**config.mk**
```make
export PLATFORM = sky130hd
export DESIGN_NAME = aes_block_loader
export DESIGN_NICKNAME = d
export VERILOG_FILES = /design/src/rtl/aes_pkg.sv /design/src/rtl/aes_block_loader.sv
export SDC_FILE = /design/constraint.sdc
export NUM_CORES = 1
export LEC_CHECK = 0
export ABC_AREA = 1
export BUFFER_PORTS_ARGS = -buffer_cell sky130_fd_sc_hd__buf_4
export CAP_MARGIN = 10
export CORE_MARGIN = 2
export CORE_UTILIZATION = 40
export CTS_BUF_LIST = sky130_fd_sc_hd__clkbuf_8
export DETAILED_ROUTE_END_ITERATION = 7
export PLACE_DENSITY = 0.72
export SYNTH_ARGS = -nofsm -noshare
export SYNTH_HDL_FRONTEND = slang
export SYNTH_SLANG_ARGS = --single-unit
```
**constraint.sdc**
```tcl
create_clock -name clk -period 13.1 [get_ports clk]
set_input_delay 2.62 -clock clk [delete_from_list [all_inputs] [get_ports clk]]
set_output_delay 2.62 -clock clk [all_outputs]
set_load 0.02 [all_outputs]
```
**src/rtl/aes_pkg.sv**
```systemverilog
package aes_pkg;

    localparam int AES_ROUNDS     = 10;  // aes-128 runs ten full rounds after whitening.
    localparam int AES_BLOCK_BITS = 128; // block and key size in bits.

    // the cipher state seen two ways. byte 0 sits in the top eight bits, so the
    // sixteen bytes run down the columns exactly as FIPS-197 numbers them.
    typedef union packed {
        logic [0:15][7:0] bytes; // used by SubBytes and ShiftRows.
        logic [0:3][31:0] cols;  // used by MixColumns, column 0 on top.
    } aes_state_t;

    // forward s-box as sixteen rows of sixteen entries with entry 0 first.
    localparam logic [0:255][7:0] SBOX_TABLE = {
        128'h637c777bf26b6fc53001672bfed7ab76,
        128'hca82c97dfa5947f0add4a2af9ca472c0,
        128'hb7fd9326363ff7cc34a5e5f171d83115,
        128'h04c723c31896059a071280e2eb27b275,
        128'h09832c1a1b6e5aa0523bd6b329e32f84,
        128'h53d100ed20fcb15b6acbbe394a4c58cf,
        128'hd0efaafb434d338545f9027f503c9fa8,
        128'h51a3408f929d38f5bcb6da2110fff3d2,
        128'hcd0c13ec5f974417c4a77e3d645d1973,
        128'h60814fdc222a908846eeb814de5e0bdb,
        128'he0323a0a4906245cc2d3ac629195e479,
        128'he7c8376d8dd54ea96c56f4ea657aae08,
        128'hba78252e1ca6b4c6e8dd741f4bbd8b8a,
        128'h703eb5664803f60e613557b986c11d9e,
        128'he1f8981169d98e949b1e87e9ce5528df,
        128'h8ca1890dbfe6426841992d0fb054bb16
    };

    // substitution of one byte through the table above.
    function automatic logic [7:0] sbox(input logic [7:0] b);
        return SBOX_TABLE[b];
    endfunction

    // multiply by x in GF(2^8); the carry out of bit 7 folds back as 8'h1b.
    function automatic logic [7:0] xtime(input logic [7:0] b);
        return {b[6:0], 1'b0} ^ (b[7] ? 8'h1b : 8'h00);
    endfunction

    // MixColumns on one column whose top byte is row 0.
    function automatic logic [31:0] mix_column(input logic [31:0] col);
        logic [7:0] a0;
        logic [7:0] a1;
        logic [7:0] a2;
        logic [7:0] a3;
        a0 = col[31:24];
        a1 = col[23:16];
        a2 = col[15:8];
        a3 = col[7:0];
        // each row is 2*a(r) ^ 3*a(r+1) ^ a(r+2) ^ a(r+3), where 3*a = xtime(a) ^ a.
        return {xtime(a0) ^ xtime(a1) ^ a1 ^ a2 ^ a3,
                a0 ^ xtime(a1) ^ xtime(a2) ^ a2 ^ a3,
                a0 ^ a1 ^ xtime(a2) ^ xtime(a3) ^ a3,
                xtime(a0) ^ a0 ^ a1 ^ a2 ^ xtime(a3)};
    endfunction

endpackage
```
**src/rtl/aes_block_loader.sv**
```systemverilog
`timescale 1ns/1ps

module aes_block_loader
    import aes_pkg::*;
#(
    parameter int IO_WIDTH = 64
) (
    input  logic                clk,
    input  logic                resetn,
    input  logic [IO_WIDTH-1:0] pt_data,
    input  logic                pt_valid,
    input  logic                pt_last,
    input  logic                blk_take,
    output logic                blk_ready,
    output aes_state_t          blk_data
);

    localparam int WORDS = AES_BLOCK_BITS / IO_WIDTH; // words per block.
    localparam int CNT_W = $clog2(WORDS);

    logic [CNT_W-1:0]          cnt_q;   // position of the next word within the block.
    logic [AES_BLOCK_BITS-1:0] shift_q; // block under assembly.

    assign blk_data = shift_q;

    // words enter at the bottom and move up, so the first word ends up on top.
    always_ff @(posedge clk)
    begin
        if (pt_valid && !blk_ready)
            shift_q <= {shift_q[AES_BLOCK_BITS-IO_WIDTH-1:0], pt_data};
    end

    always_ff @(posedge clk or negedge resetn)
    begin
        if (!resetn)
        begin
            blk_ready <= 1'b0;
            cnt_q     <= '0;
        end
        else if (blk_ready)
        begin
            if (blk_take)
                blk_ready <= 1'b0; // the engine has copied the block.
        end
        else if (pt_valid)
        begin
            if (pt_last)
            begin
                blk_ready <= 1'b1;
                cnt_q     <= '0;
            end
            else
                cnt_q <= cnt_q + 1'b1;
        end
    end

    // a block is complete only when its last word lands in the last slot.
    a_last_position: assert property (@(posedge clk) disable iff (!resetn)
        (pt_valid && pt_last && !blk_ready) |-> (cnt_q == CNT_W'(WORDS - 1)));

    // the engine must never take a block that is not there.
    a_take_when_ready: assert property (@(posedge clk) disable iff (!resetn)
        blk_take |-> blk_ready);

endmodule

```
# == After elaboration in Yosys (flattened, before gate mapping) ==
# Index checks and enable logic that the tools add are counted.
# totals
input_bits,69
ff_bits,129
wordCells,8
# classes
n_mux,4
reduce_logical,2
# op_table
operator,n
$mux W1,4
$logic_and A1 B1 Y1,1
$logic_not A1 Y1,1

# == Depth between registers and ports, before layout ==
# depth
depth_word,3
ltp_mapped,3

# == Worst setup path after synthesis ==
# OpenSTA, ideal clock, no wires.
# synth_path
path_type,input to register
startpoint,in pt_valid
endpoint,reg shift_q[0] (netlist: blk_data[0]) (enable)
stages,2
slack_ns,4.466
arrival_ns,8.014
setup_time_ns,0.620
cell_sequence,inv_1 -> nor2_1
# synth_via
elab_chain_cells,1
# synth_rtl
element,line,text
start: declaration,aes_block_loader.sv:11,"input logic pt_valid,"
$logic_and A1 B1 Y1,aes_block_loader.sv:29,if (pt_valid && !blk_ready)
end signal: assignment,aes_block_loader.sv:30,"shift_q <= {shift_q[AES_BLOCK_BITS-IO_WIDTH-1:0], pt_data};"
end: declaration,aes_block_loader.sv:22,logic [AES_BLOCK_BITS-1:0] shift_q;
# No other way between the ends.
# A chain may end at the register's enable or synchronous reset.

# == Worst setup path in the final report ==
# layout_path
startpoint,reg blk_ready
endpoint,out blk_ready
# layout_rtl
element,line,text
start: declaration,aes_block_loader.sv:14,"output logic blk_ready,"
start signal: assignment,aes_block_loader.sv:37,blk_ready <= 1'b0;
start signal: assignment,aes_block_loader.sv:43,blk_ready <= 1'b0;
start signal: assignment,aes_block_loader.sv:49,blk_ready <= 1'b1;
# No word-level cell between the ends.

==> metrics.yaml <==
area_growth_pct: 52.34
hold_viol: 0
antenna_found_initial: 0
route.detailed.drc: 0
synthArstFlopShare_pct: 0.7752
clk_pin_slew_ns: 0.08
synth.most_common_cell: "edfxtp_1"
top_layer_used: "met4"
cp_slowest_stage_delay_ns: 0.44
crit_arrival_ns: 1.03
grt_pass1_wl_um: 11010
required_ns: 10.48
worst-r2r-setup-slack_ns: 11.32
postRouteAntennaNets: 0
nets: 423
worst_r2r_path_depth: 2
synth_cell_types: 6
htree_num_levels: 4
fin_crit_ns: 3.648
cp-endpoint: "blk_ready"
clkLatencyLatePin_ns: 0.40
slew_viol_final: 0
m1WireLength_um: 2769
crit_path_top_delay_cell: "dfrtp_1"
reg2reg_to: "blk_data[22]"
crit_fanout: 4
holdBufCountCts: 0
yosys_warnings: 0
yosysTopAreaCell: "edfxtp_1"
drt_wl_total_um: 8161
io_pins: 198
netlist_top_cells_area: "edfxtp_1, dfrtp_1, inv_1"
rsz0062_at_grt: "no"
synth_ff_type: "edfxtp_1"
post_cts_buffers: 0
synth-edff-count: 128
ys_seq_area_share_pct: 99.29
synth.top_cell.area_share_pct: 98.65
multi_input_area_sq_um: 23.77
nFillCells: 705
wl_per_cell_um: 16.32
die_x_um: 102.7
peakVddDrop_mv: 0.08385
critPathLaunch: "blk_ready"
start_util_pct: 40.61
dieArea_sq_um: 10550
power_density_nw_per_um2: 154.9
fin_tns_setup_ns: 0
crit_chain: "buf_4"
maxCapViolations: 0
place_congestion: 0.7579
grt.total_usage_pct: 14.70
root_buffer: "clkbuf_8"
via_per_inst: 4.346
syn_avg_cell_area_sq_um: 28.65
vias: 2173
dpl.cell_count: 468
clockBufferDepth: 2
first_pass_iters: 4
power.total_uw: 919.4
crit_family: "flip-flops"
num_rows: 36
skew_ns: 0.006906
cts.sinks: 129
start_kind: "register"
synthTopCellsByCount: "edfxtp_1, inv_1, nand2_1"
crit_path_end_kind: "primary output"
setup_viol: 0
fin_crit_sh_pct: 27.84
status: "finished, final reports clean"
p_leak_uw: 0.002399
slew_headroom_pct: 31.45
diodes: 0
io_buffers: 197
hpwl_um: 5939
fmaxAchievable_ghz: 0.2742
layout.area.seq_sq_um: 3869
grt_overflow_total: 0
dr.first_iter.drc_count: 53
route.met3.wl_um: 890
fp.dieH_um: 102.7
min_path_type: "register to register"
critical_path_class: "register to primary output"
ys_seq_elements: 129
first_global_vias: 2086
synth_nets: 205
syn_inst: 136
timing.rr.start: "blk_ready"
cts_resized: 0
core_area_sq_um: 9594
drive_above_1_share_pct: 62.94
cts_made_buffers: 17
path_depth: 1
wl_met2_um: 4342
worstMarginPinSlew_ns: 1.028
cts_tree: "yes"
fin_cells: 500
netlist_area_sq_um: 3896
grt_max_degree: 86
critPathBufInv: 1
==> registers in the layout (all words and copies together) (netlist names) <==
name	cells
blk_data	128
blk_ready	1
==> metal layers <==
| metal | global-route usage, % | up-vias |
|---|---|---|
| li1 | - | 986 |
| met1 | 15.41 | 1041 |
| met2 | 25.54 | 133 |
| met5 | 0 | - |
| met4 | 6.769 | 0 |
| met3 | 6.373 | 13 |
==> cells by family after synthesis <==
| logic type | after synthesis | synth area share [%] |
|---|---|---|
| flip-flops | 129 | 99.29 |
| AND/OR/NAND/NOR | 4 | 0.4173 |
| buffers and inverters | 3 | 0.2890 |
==> per-stage QoR <==
step                hold slack (ns)  setup WS (ns)  instance area (sq um)  util (%)
detailed placement           0.4351          9.043                   5564     57.99
finish                       0.4540          9.452                   5936     61.87
global route                 0.4624          9.385                   5936     61.87
floorplan                    0.5887          4.466                   3896         -
CTS                          0.4565          9.421                   5936     61.87
global placement             0.4313          9.078                   5564     57.99
==> power breakdown <==
group / total [uW] / switching, uW / internal [uW]
clock: 308 / 156 / 152
sequential: 503 / 11.7 / 491
combinational: 108 / 62.0 / 45.8
total: 919 / 230 / 689
==> how the worst min path moves through the flow <==
stage / start / end / slack [ns] / depth (start not counted)
global placement: blk_data[49] / blk_data[113] / 0.43 / 0
detailed placement: blk_data[7] / blk_data[71] / 0.44 / 0
CTS: blk_data[56] / blk_data[120] / 0.46 / 0
global route: blk_data[15] / blk_data[79] / 0.46 / 0
floorplan: blk_data[36] / blk_data[100] / 0.59 / 0
finish: blk_data[28] / blk_data[92] / 0.45 / 0
==> layout by cell type, fill, tap and decap left out <==
cell type / count
inv_8: 1
clkinvlp_4: 4
nor2_4: 1
nand2_1: 2
clkinv_4: 3
nand3_1: 1
dfrtp_1: 1
inv_1: 4
clkinv_2: 2
edfxtp_1: 128
clkbuf_8: 17
bufinv_16: 1
inv_6: 3
buf_4: 199
==> cell type report <==
type | count | area share (%)
clock buffers | 17 | 3.942
well taps | 133 | 2.804
inverters | 3 | 0.1897
flip-flops and latches | 129 | 65.18
repair buffers | 199 | 25.17
multi-input cells | 4 | 0.4005
clock inverters | 15 | 2.319
Note: power is estimated with default switching activity, not from simulation.
