<file path="src/rtl/aes_pkg.sv">
package aes_pkg;

    localparam int AES_ROUNDS     = 10;  // aes-128 runs ten full rounds after whitening.
    localparam int AES_BLOCK_BITS = 128; // block and key size in bits.

    // the cipher state seen two ways. byte 0 sits in the top eight bits, so the
    // sixteen bytes run down the columns exactly as FIPS-197 numbers them.
    typedef union packed {
        logic [0:15][7:0] bytes; // used by SubBytes and ShiftRows.
        logic [0:3][31:0] cols;  // used by MixColumns, column 0 on top.
    } aes_state_t;

    // forward s-box as sixteen rows of sixteen entries with entry 0 first.
    localparam logic [0:255][7:0] SBOX_TABLE = {
        128'h637c777bf26b6fc53001672bfed7ab76,
        128'hca82c97dfa5947f0add4a2af9ca472c0,
        128'hb7fd9326363ff7cc34a5e5f171d83115,
        128'h04c723c31896059a071280e2eb27b275,
        128'h09832c1a1b6e5aa0523bd6b329e32f84,
        128'h53d100ed20fcb15b6acbbe394a4c58cf,
        128'hd0efaafb434d338545f9027f503c9fa8,
        128'h51a3408f929d38f5bcb6da2110fff3d2,
        128'hcd0c13ec5f974417c4a77e3d645d1973,
        128'h60814fdc222a908846eeb814de5e0bdb,
        128'he0323a0a4906245cc2d3ac629195e479,
        128'he7c8376d8dd54ea96c56f4ea657aae08,
        128'hba78252e1ca6b4c6e8dd741f4bbd8b8a,
        128'h703eb5664803f60e613557b986c11d9e,
        128'he1f8981169d98e949b1e87e9ce5528df,
        128'h8ca1890dbfe6426841992d0fb054bb16
    };

    // substitution of one byte through the table above.
    function automatic logic [7:0] sbox(input logic [7:0] b);
        return SBOX_TABLE[b];
    endfunction

    // multiply by x in GF(2^8); the carry out of bit 7 folds back as 8'h1b.
    function automatic logic [7:0] xtime(input logic [7:0] b);
        return {b[6:0], 1'b0} ^ (b[7] ? 8'h1b : 8'h00);
    endfunction

    // MixColumns on one column whose top byte is row 0.
    function automatic logic [31:0] mix_column(input logic [31:0] col);
        logic [7:0] a0;
        logic [7:0] a1;
        logic [7:0] a2;
        logic [7:0] a3;
        a0 = col[31:24];
        a1 = col[23:16];
        a2 = col[15:8];
        a3 = col[7:0];
        // each row is 2*a(r) ^ 3*a(r+1) ^ a(r+2) ^ a(r+3), where 3*a = xtime(a) ^ a.
        return {xtime(a0) ^ xtime(a1) ^ a1 ^ a2 ^ a3,
                a0 ^ xtime(a1) ^ xtime(a2) ^ a2 ^ a3,
                a0 ^ a1 ^ xtime(a2) ^ xtime(a3) ^ a3,
                xtime(a0) ^ a0 ^ a1 ^ a2 ^ xtime(a3)};
    endfunction

endpackage
</file>
<file path="src/rtl/aes_ciphertext_unloader.sv">
`timescale 1ns/1ps

module aes_ciphertext_unloader
    import aes_pkg::*;
#(
    parameter int IO_WIDTH = 64
) (
    input  logic                clk,
    input  logic                resetn,
    input  logic                ct_ready,
    input  aes_state_t          ct_data,
    output logic [IO_WIDTH-1:0] ct_word,
    output logic                ct_valid,
    output logic                ct_last
);

    localparam int WORDS = AES_BLOCK_BITS / IO_WIDTH;
    localparam int CNT_W = $clog2(WORDS);

    logic [AES_BLOCK_BITS-1:0] shift_q; // the current word is always on top.
    logic [CNT_W-1:0]          left_q;  // words still to show after the current one.

    assign ct_word = shift_q[AES_BLOCK_BITS-1 -: IO_WIDTH];

    always_ff @(posedge clk)
    begin
        if (ct_ready)
            shift_q <= ct_data;
        else if (left_q != '0)
            shift_q <= shift_q << IO_WIDTH; // bring the next word to the top.
    end

    always_ff @(posedge clk or negedge resetn)
    begin
        if (!resetn)
        begin
            ct_valid <= 1'b0;
            ct_last  <= 1'b0;
            left_q   <= '0;
        end
        else if (ct_ready)
        begin
            ct_valid <= 1'b1;
            ct_last  <= (WORDS == 1);
            left_q   <= CNT_W'(WORDS - 1);
        end
        else if (left_q != '0)
        begin
            ct_valid <= 1'b1;
            ct_last  <= (left_q == CNT_W'(1)); // the word now coming out is the final one.
            left_q   <= left_q - 1'b1;
        end
        else
        begin
            ct_valid <= 1'b0;
            ct_last  <= 1'b0;
        end
    end

    // with no back-pressure a new block must not overrun the previous one.
    a_no_overrun: assert property (@(posedge clk) disable iff (!resetn)
        ct_ready |-> (left_q == '0));

endmodule

</file>
<file path="config.mk">
export PLATFORM = sky130hd
export DESIGN_NAME = aes_ciphertext_unloader
export DESIGN_NICKNAME = d
export VERILOG_FILES = /design/src/rtl/aes_pkg.sv /design/src/rtl/aes_ciphertext_unloader.sv
export SDC_FILE = /design/constraint.sdc
export NUM_CORES = 1
export LEC_CHECK = 0
export BUFFER_PORTS_ARGS = -buffer_cell sky130_fd_sc_hd__buf_2
export CAP_MARGIN = 20
export CORE_ASPECT_RATIO = 0.6
export CORE_MARGIN = 3
export CORE_UTILIZATION = 50
export DETAILED_ROUTE_END_ITERATION = 10
export HOLD_SLACK_MARGIN = 0.03
export PLACE_DENSITY = 0.8
export SETUP_SLACK_MARGIN = 0.1
export SKIP_CTS_REPAIR_TIMING = 1
export SLEW_MARGIN = 20
export SYNTH_ARGS = -nofsm -noshare
export SYNTH_HDL_FRONTEND = slang
export SYNTH_SLANG_ARGS = --single-unit
</file>
<file path="constraint.sdc">
create_clock -name clk -period 2.6 [get_ports clk]
set_input_delay 0.13 -clock clk [delete_from_list [all_inputs] [get_ports clk]]
set_output_delay 0.13 -clock clk [all_outputs]
set_load 0.02 [all_outputs]
</file>
Word-level counts from Yosys, hierarchy flattened. Index checks and enable logic that the tools add are counted. Widths: inputs -> output; s select.

Bits in registers: 131. Input bits: 131. Output and inout port bits: 66. Logic and storage cells: 13.

$add $sub $neg: 1. Multiplexer cells: 7. Reduce and logical (&&, ||, !) cells: 1.

Operators by type and width (count): $mux 128 (2); $mux 1 (5); $reduce_bool 2->1 (1); $sub 1x1->1 const B (1).

Logic depth before layout (Yosys ltp).
Depth in word-level cells: 3. Mapped depth: 3. Gate-level depth less buffers: 1.

Worst setup path after synthesis. Ideal clock, no wire load.

Path kind: input to register. From: in ct_ready. To: reg shift_q[0], enable pin. Library setup time: 0.433 ns. Data arrival time: 2.003 ns. Data required time: 2.167 ns. Path slack: 0.164 ns. Cell stages on the path: 3. Path buffers: 2. Cells stage by stage: buf_4 > buf_6 > or2_2.

Word-level cells in the longest chain between the ends: 1.

RTL lines: from (decl) (RTL line aes_ciphertext_unloader.sv:10) `input logic ct_ready,`; $reduce_bool 2->1 (no source line); to (signal assigned) (RTL line aes_ciphertext_unloader.sv:28) `shift_q <= ct_data;`; to (signal assigned) (RTL line aes_ciphertext_unloader.sv:30) `shift_q <= shift_q << IO_WIDTH;`; to (decl) (RTL line aes_ciphertext_unloader.sv:20) `logic [AES_BLOCK_BITS-1:0] shift_q;`.

Every way passes these cells. A chain may end at the register's enable or synchronous reset.

Worst setup path after layout.
From: reg left_q. To: reg shift_q[90], enable pin.

Word-level cells in the longest chain between the ends: 1.

RTL lines: from (decl) (RTL line aes_ciphertext_unloader.sv:21) `logic [CNT_W-1:0] left_q;`; from (signal assigned) (RTL line aes_ciphertext_unloader.sv:45) `left_q <= CNT_W'(WORDS - 1);`; from (signal assigned) (RTL line aes_ciphertext_unloader.sv:51) `left_q <= left_q - 1'b1;`; $reduce_bool 2->1 (no source line).

Every way passes these cells.

==> results by group <==
Outcome
  • Status: finished, final reports clean

Clocking
  • H-tree depth: 4
  • CTS tree: yes
  • Clock buffer depth: 2
  • Clock sinks: 131
  • Clock Root Buffer: clkbuf_16
  • Clock buffer count from CTS: 17
  • Clk pin slew, worst setup/hold paths: approximately 0.060 ns
  • Clk Latency, worst-skew pair: 0.40 ns

Synthesis
  • Net count after synthesis: 470
  • Yosys warning count: 0
  • Syn Std Cell Area: 5740 sq um
  • Syn Area/Cell: 16.9 sq um
  • Post-synthesis cell type count: 12
  • Mapped Cells: ~340
  • Seq/Total Area, Yosys: 68.2%
  • Synth Register Bits: between 100 and 150

Cells and area
  • Utilization after layout: 72.5%
  • Antenna cells: 0
  • Layout cells sized above 1: 49.1%
  • Fin nets: 704
  • Design area: 7900 sq um
  • Most common cell after layout, fill and taps aside: buf_2
  • Post-Layout Cell Count: 723
  • Commonest cells after routing, fill and taps aside: 195 x buf_2, 128 x edfxtp_1, 94 x dlygate4sd3_1, 64 x and2_1
  • Layout area overhead: 37.5%

STA
  • RSZ-0062 raised after global routing: false
  • PnR worst setup slack: 1.09 ns
  • Fin crit period: 1.51 ns
  • Slew HR: 57.9%
  • Final setup fails: 0
  • Pins over their slew limit: 0
  • Final period util: 58.2%
  • Setup TNS: 0 ns
  • Final Skew: 0.00748 ns
  • Worst Tran Pin Value: around 0.63 ns
  • Fin. Hold Viols: 0
  • Hold slack: about 0.030 ns
  • FMAX: 660 MHz

GRT
  • GRT Util Overall: 15.6%
  • First-pass GRT wire length: 14,800 um
  • Pin count of the biggest net entering global routing: approximately 130
  • Vias in the first global route: 2,999
  • Initial antenna violation count: 0
  • GRT overflow: 0

Setup path
  • Crit. path cell count: 2
  • Setup crit start kind: flip-flop
  • Crit end category: flip-flop
  • R2r worst-path depth: 2
  • Critical path's top delay family: simple AND/OR/NAND/NOR gates
  • CP peak stage delay: 0.47 ns
  • WS Path Type: reg -> reg
  • Critical Path RT: 2.67 ns
  • WP buf/inv: 1
  • CP Cell Sequence: or2_4, buf_12
  • Slowest-stage cell, CP: or2_4
  • WP data arrival: 1.58 ns
  • Worst-path maximum fanout: 53

Place
  • Global placement routability congestion: 0.741
  • Detailed placer's ending HPWL: 7060 um
  • Worst slack, placed: 1.08 ns
  • Placed insts: ~600
  • Placement Cell Area: 6380 sq um
  • PortBufs: 196

Routing
  • Via Count: roughly 3,400
  • Drt first pass iters: 4
  • Antenna-violating nets left: 0
  • Routed len/inst: 16.6 um
  • DR vias/cell: 4.72
  • WL final: 12,000 um
  • DR iter-0 viols: 135
  • # DRC: 0

Power
  • Worst vdd ir: 0.000481 V
  • Total power draw: 5.53 mW
  • Seq pwr share: 46.3%
  • Pwr dens: 701 nW/um^2
  • Pint: between 4 and 5 mW
  • Pleak: 3.46 nW
  • Comb pwr share: about an eighth
  • Clk pwr share: 41.6%
  • Switching Share: 21.4%
  • P_sw: 1.19 mW

Floorplan
  • Die Ht: approximately 89 um
  • Chip width: 144 um
  • IO Pins: 197
  • Die ar.: 12,900 sq um
  • Initial Util: 52.8%
  • Core area: 10,900 sq um
  • Site row count: 29

Worst hold path
  • Worst min path class: in -> reg
  • Hold path depth: 2

Flow run
  • Number of max-cap violations: 0
[registers in the layout, indices dropped and copies added (netlist names)]
register  count
ct_last       1
ct_valid      1
left_q        1
shift_q     128
[logic make-up (layout without fill, tap and decap cells)]
group,Yosys count,after routing,share of synthesized area [%]
flops,131,131,68.2
buf+inv,78,323,10.1
simple gates,66,66,7.19
mux,64,64,14.5
[Yosys cell counts]
master | count | area, sq um
buf_6 | 4 | 45.0
mux2_1 | 4 | 45.0
clkbuf_2 | 6 | 30.0
dfrtp_1 | 3 | 75.1
mux2_4 | 30 | 450
nor2b_1 | 1 | 6.26
buf_2 | 3 | 15.0
and2_1 | 64 | 400
or2_2 | 1 | 6.26
buf_4 | 65 | 488
edfxtp_1 | 128 | 3840
mux2_2 | 30 | 338
[worst register-to-register path: stages (launching register included)]
cell and delay, ns:
dfrtp_1 0.34, or2_4 0.47, buf_12 0.34
[worst paths after layout]
| check | start | end | slack, ns |
|---|---|---|---|
| min | ct_data[13] | shift_q[13] | 0.03 |
| max | left_q | shift_q[90] | 1.09 |
| max in group asynchronous | resetn | left_q | 2.41 |
| min in group asynchronous | resetn | ct_valid | 0.07 |
| max reg2reg | left_q | shift_q[90] | 1.09 |
| min reg2reg | left_q | ct_last | 0.51 |
[power groups by stage]
stage | Clock [mW] | Combinational (mW) | Sequential, mW
after CTS | 2.35 | 0.558 | 2.56
final | 2.30 | 0.671 | 2.56
after floorplan | 0 | 0.450 | 2.59
after global routing | 2.43 | 0.720 | 2.58
after detailed placement | 0 | 0.556 | 2.60
after global placement | 0 | 0.542 | 2.59
[per-layer routing]
metal / GRT usage (%) / routed length, um / vias to the layer above
met5: 0 / 0 / -
met3: 7.96 / 989 / 11
met1: 18.7 / 4850 / 1636
li1: - / - / 1618
met4: 5.84 / 92 / 0
met2: 24.6 / 6100 / 146
[final cells by class]
cell class              count  area, sq um
flip-flops and latches    131         3920
well taps                 139          174
clock buffers              18          429
clock inverters            12          141
repair buffers            293         1980
fillers                   668         2990
multi-input cells         130         1250
(Power assumes the default switching activity.)
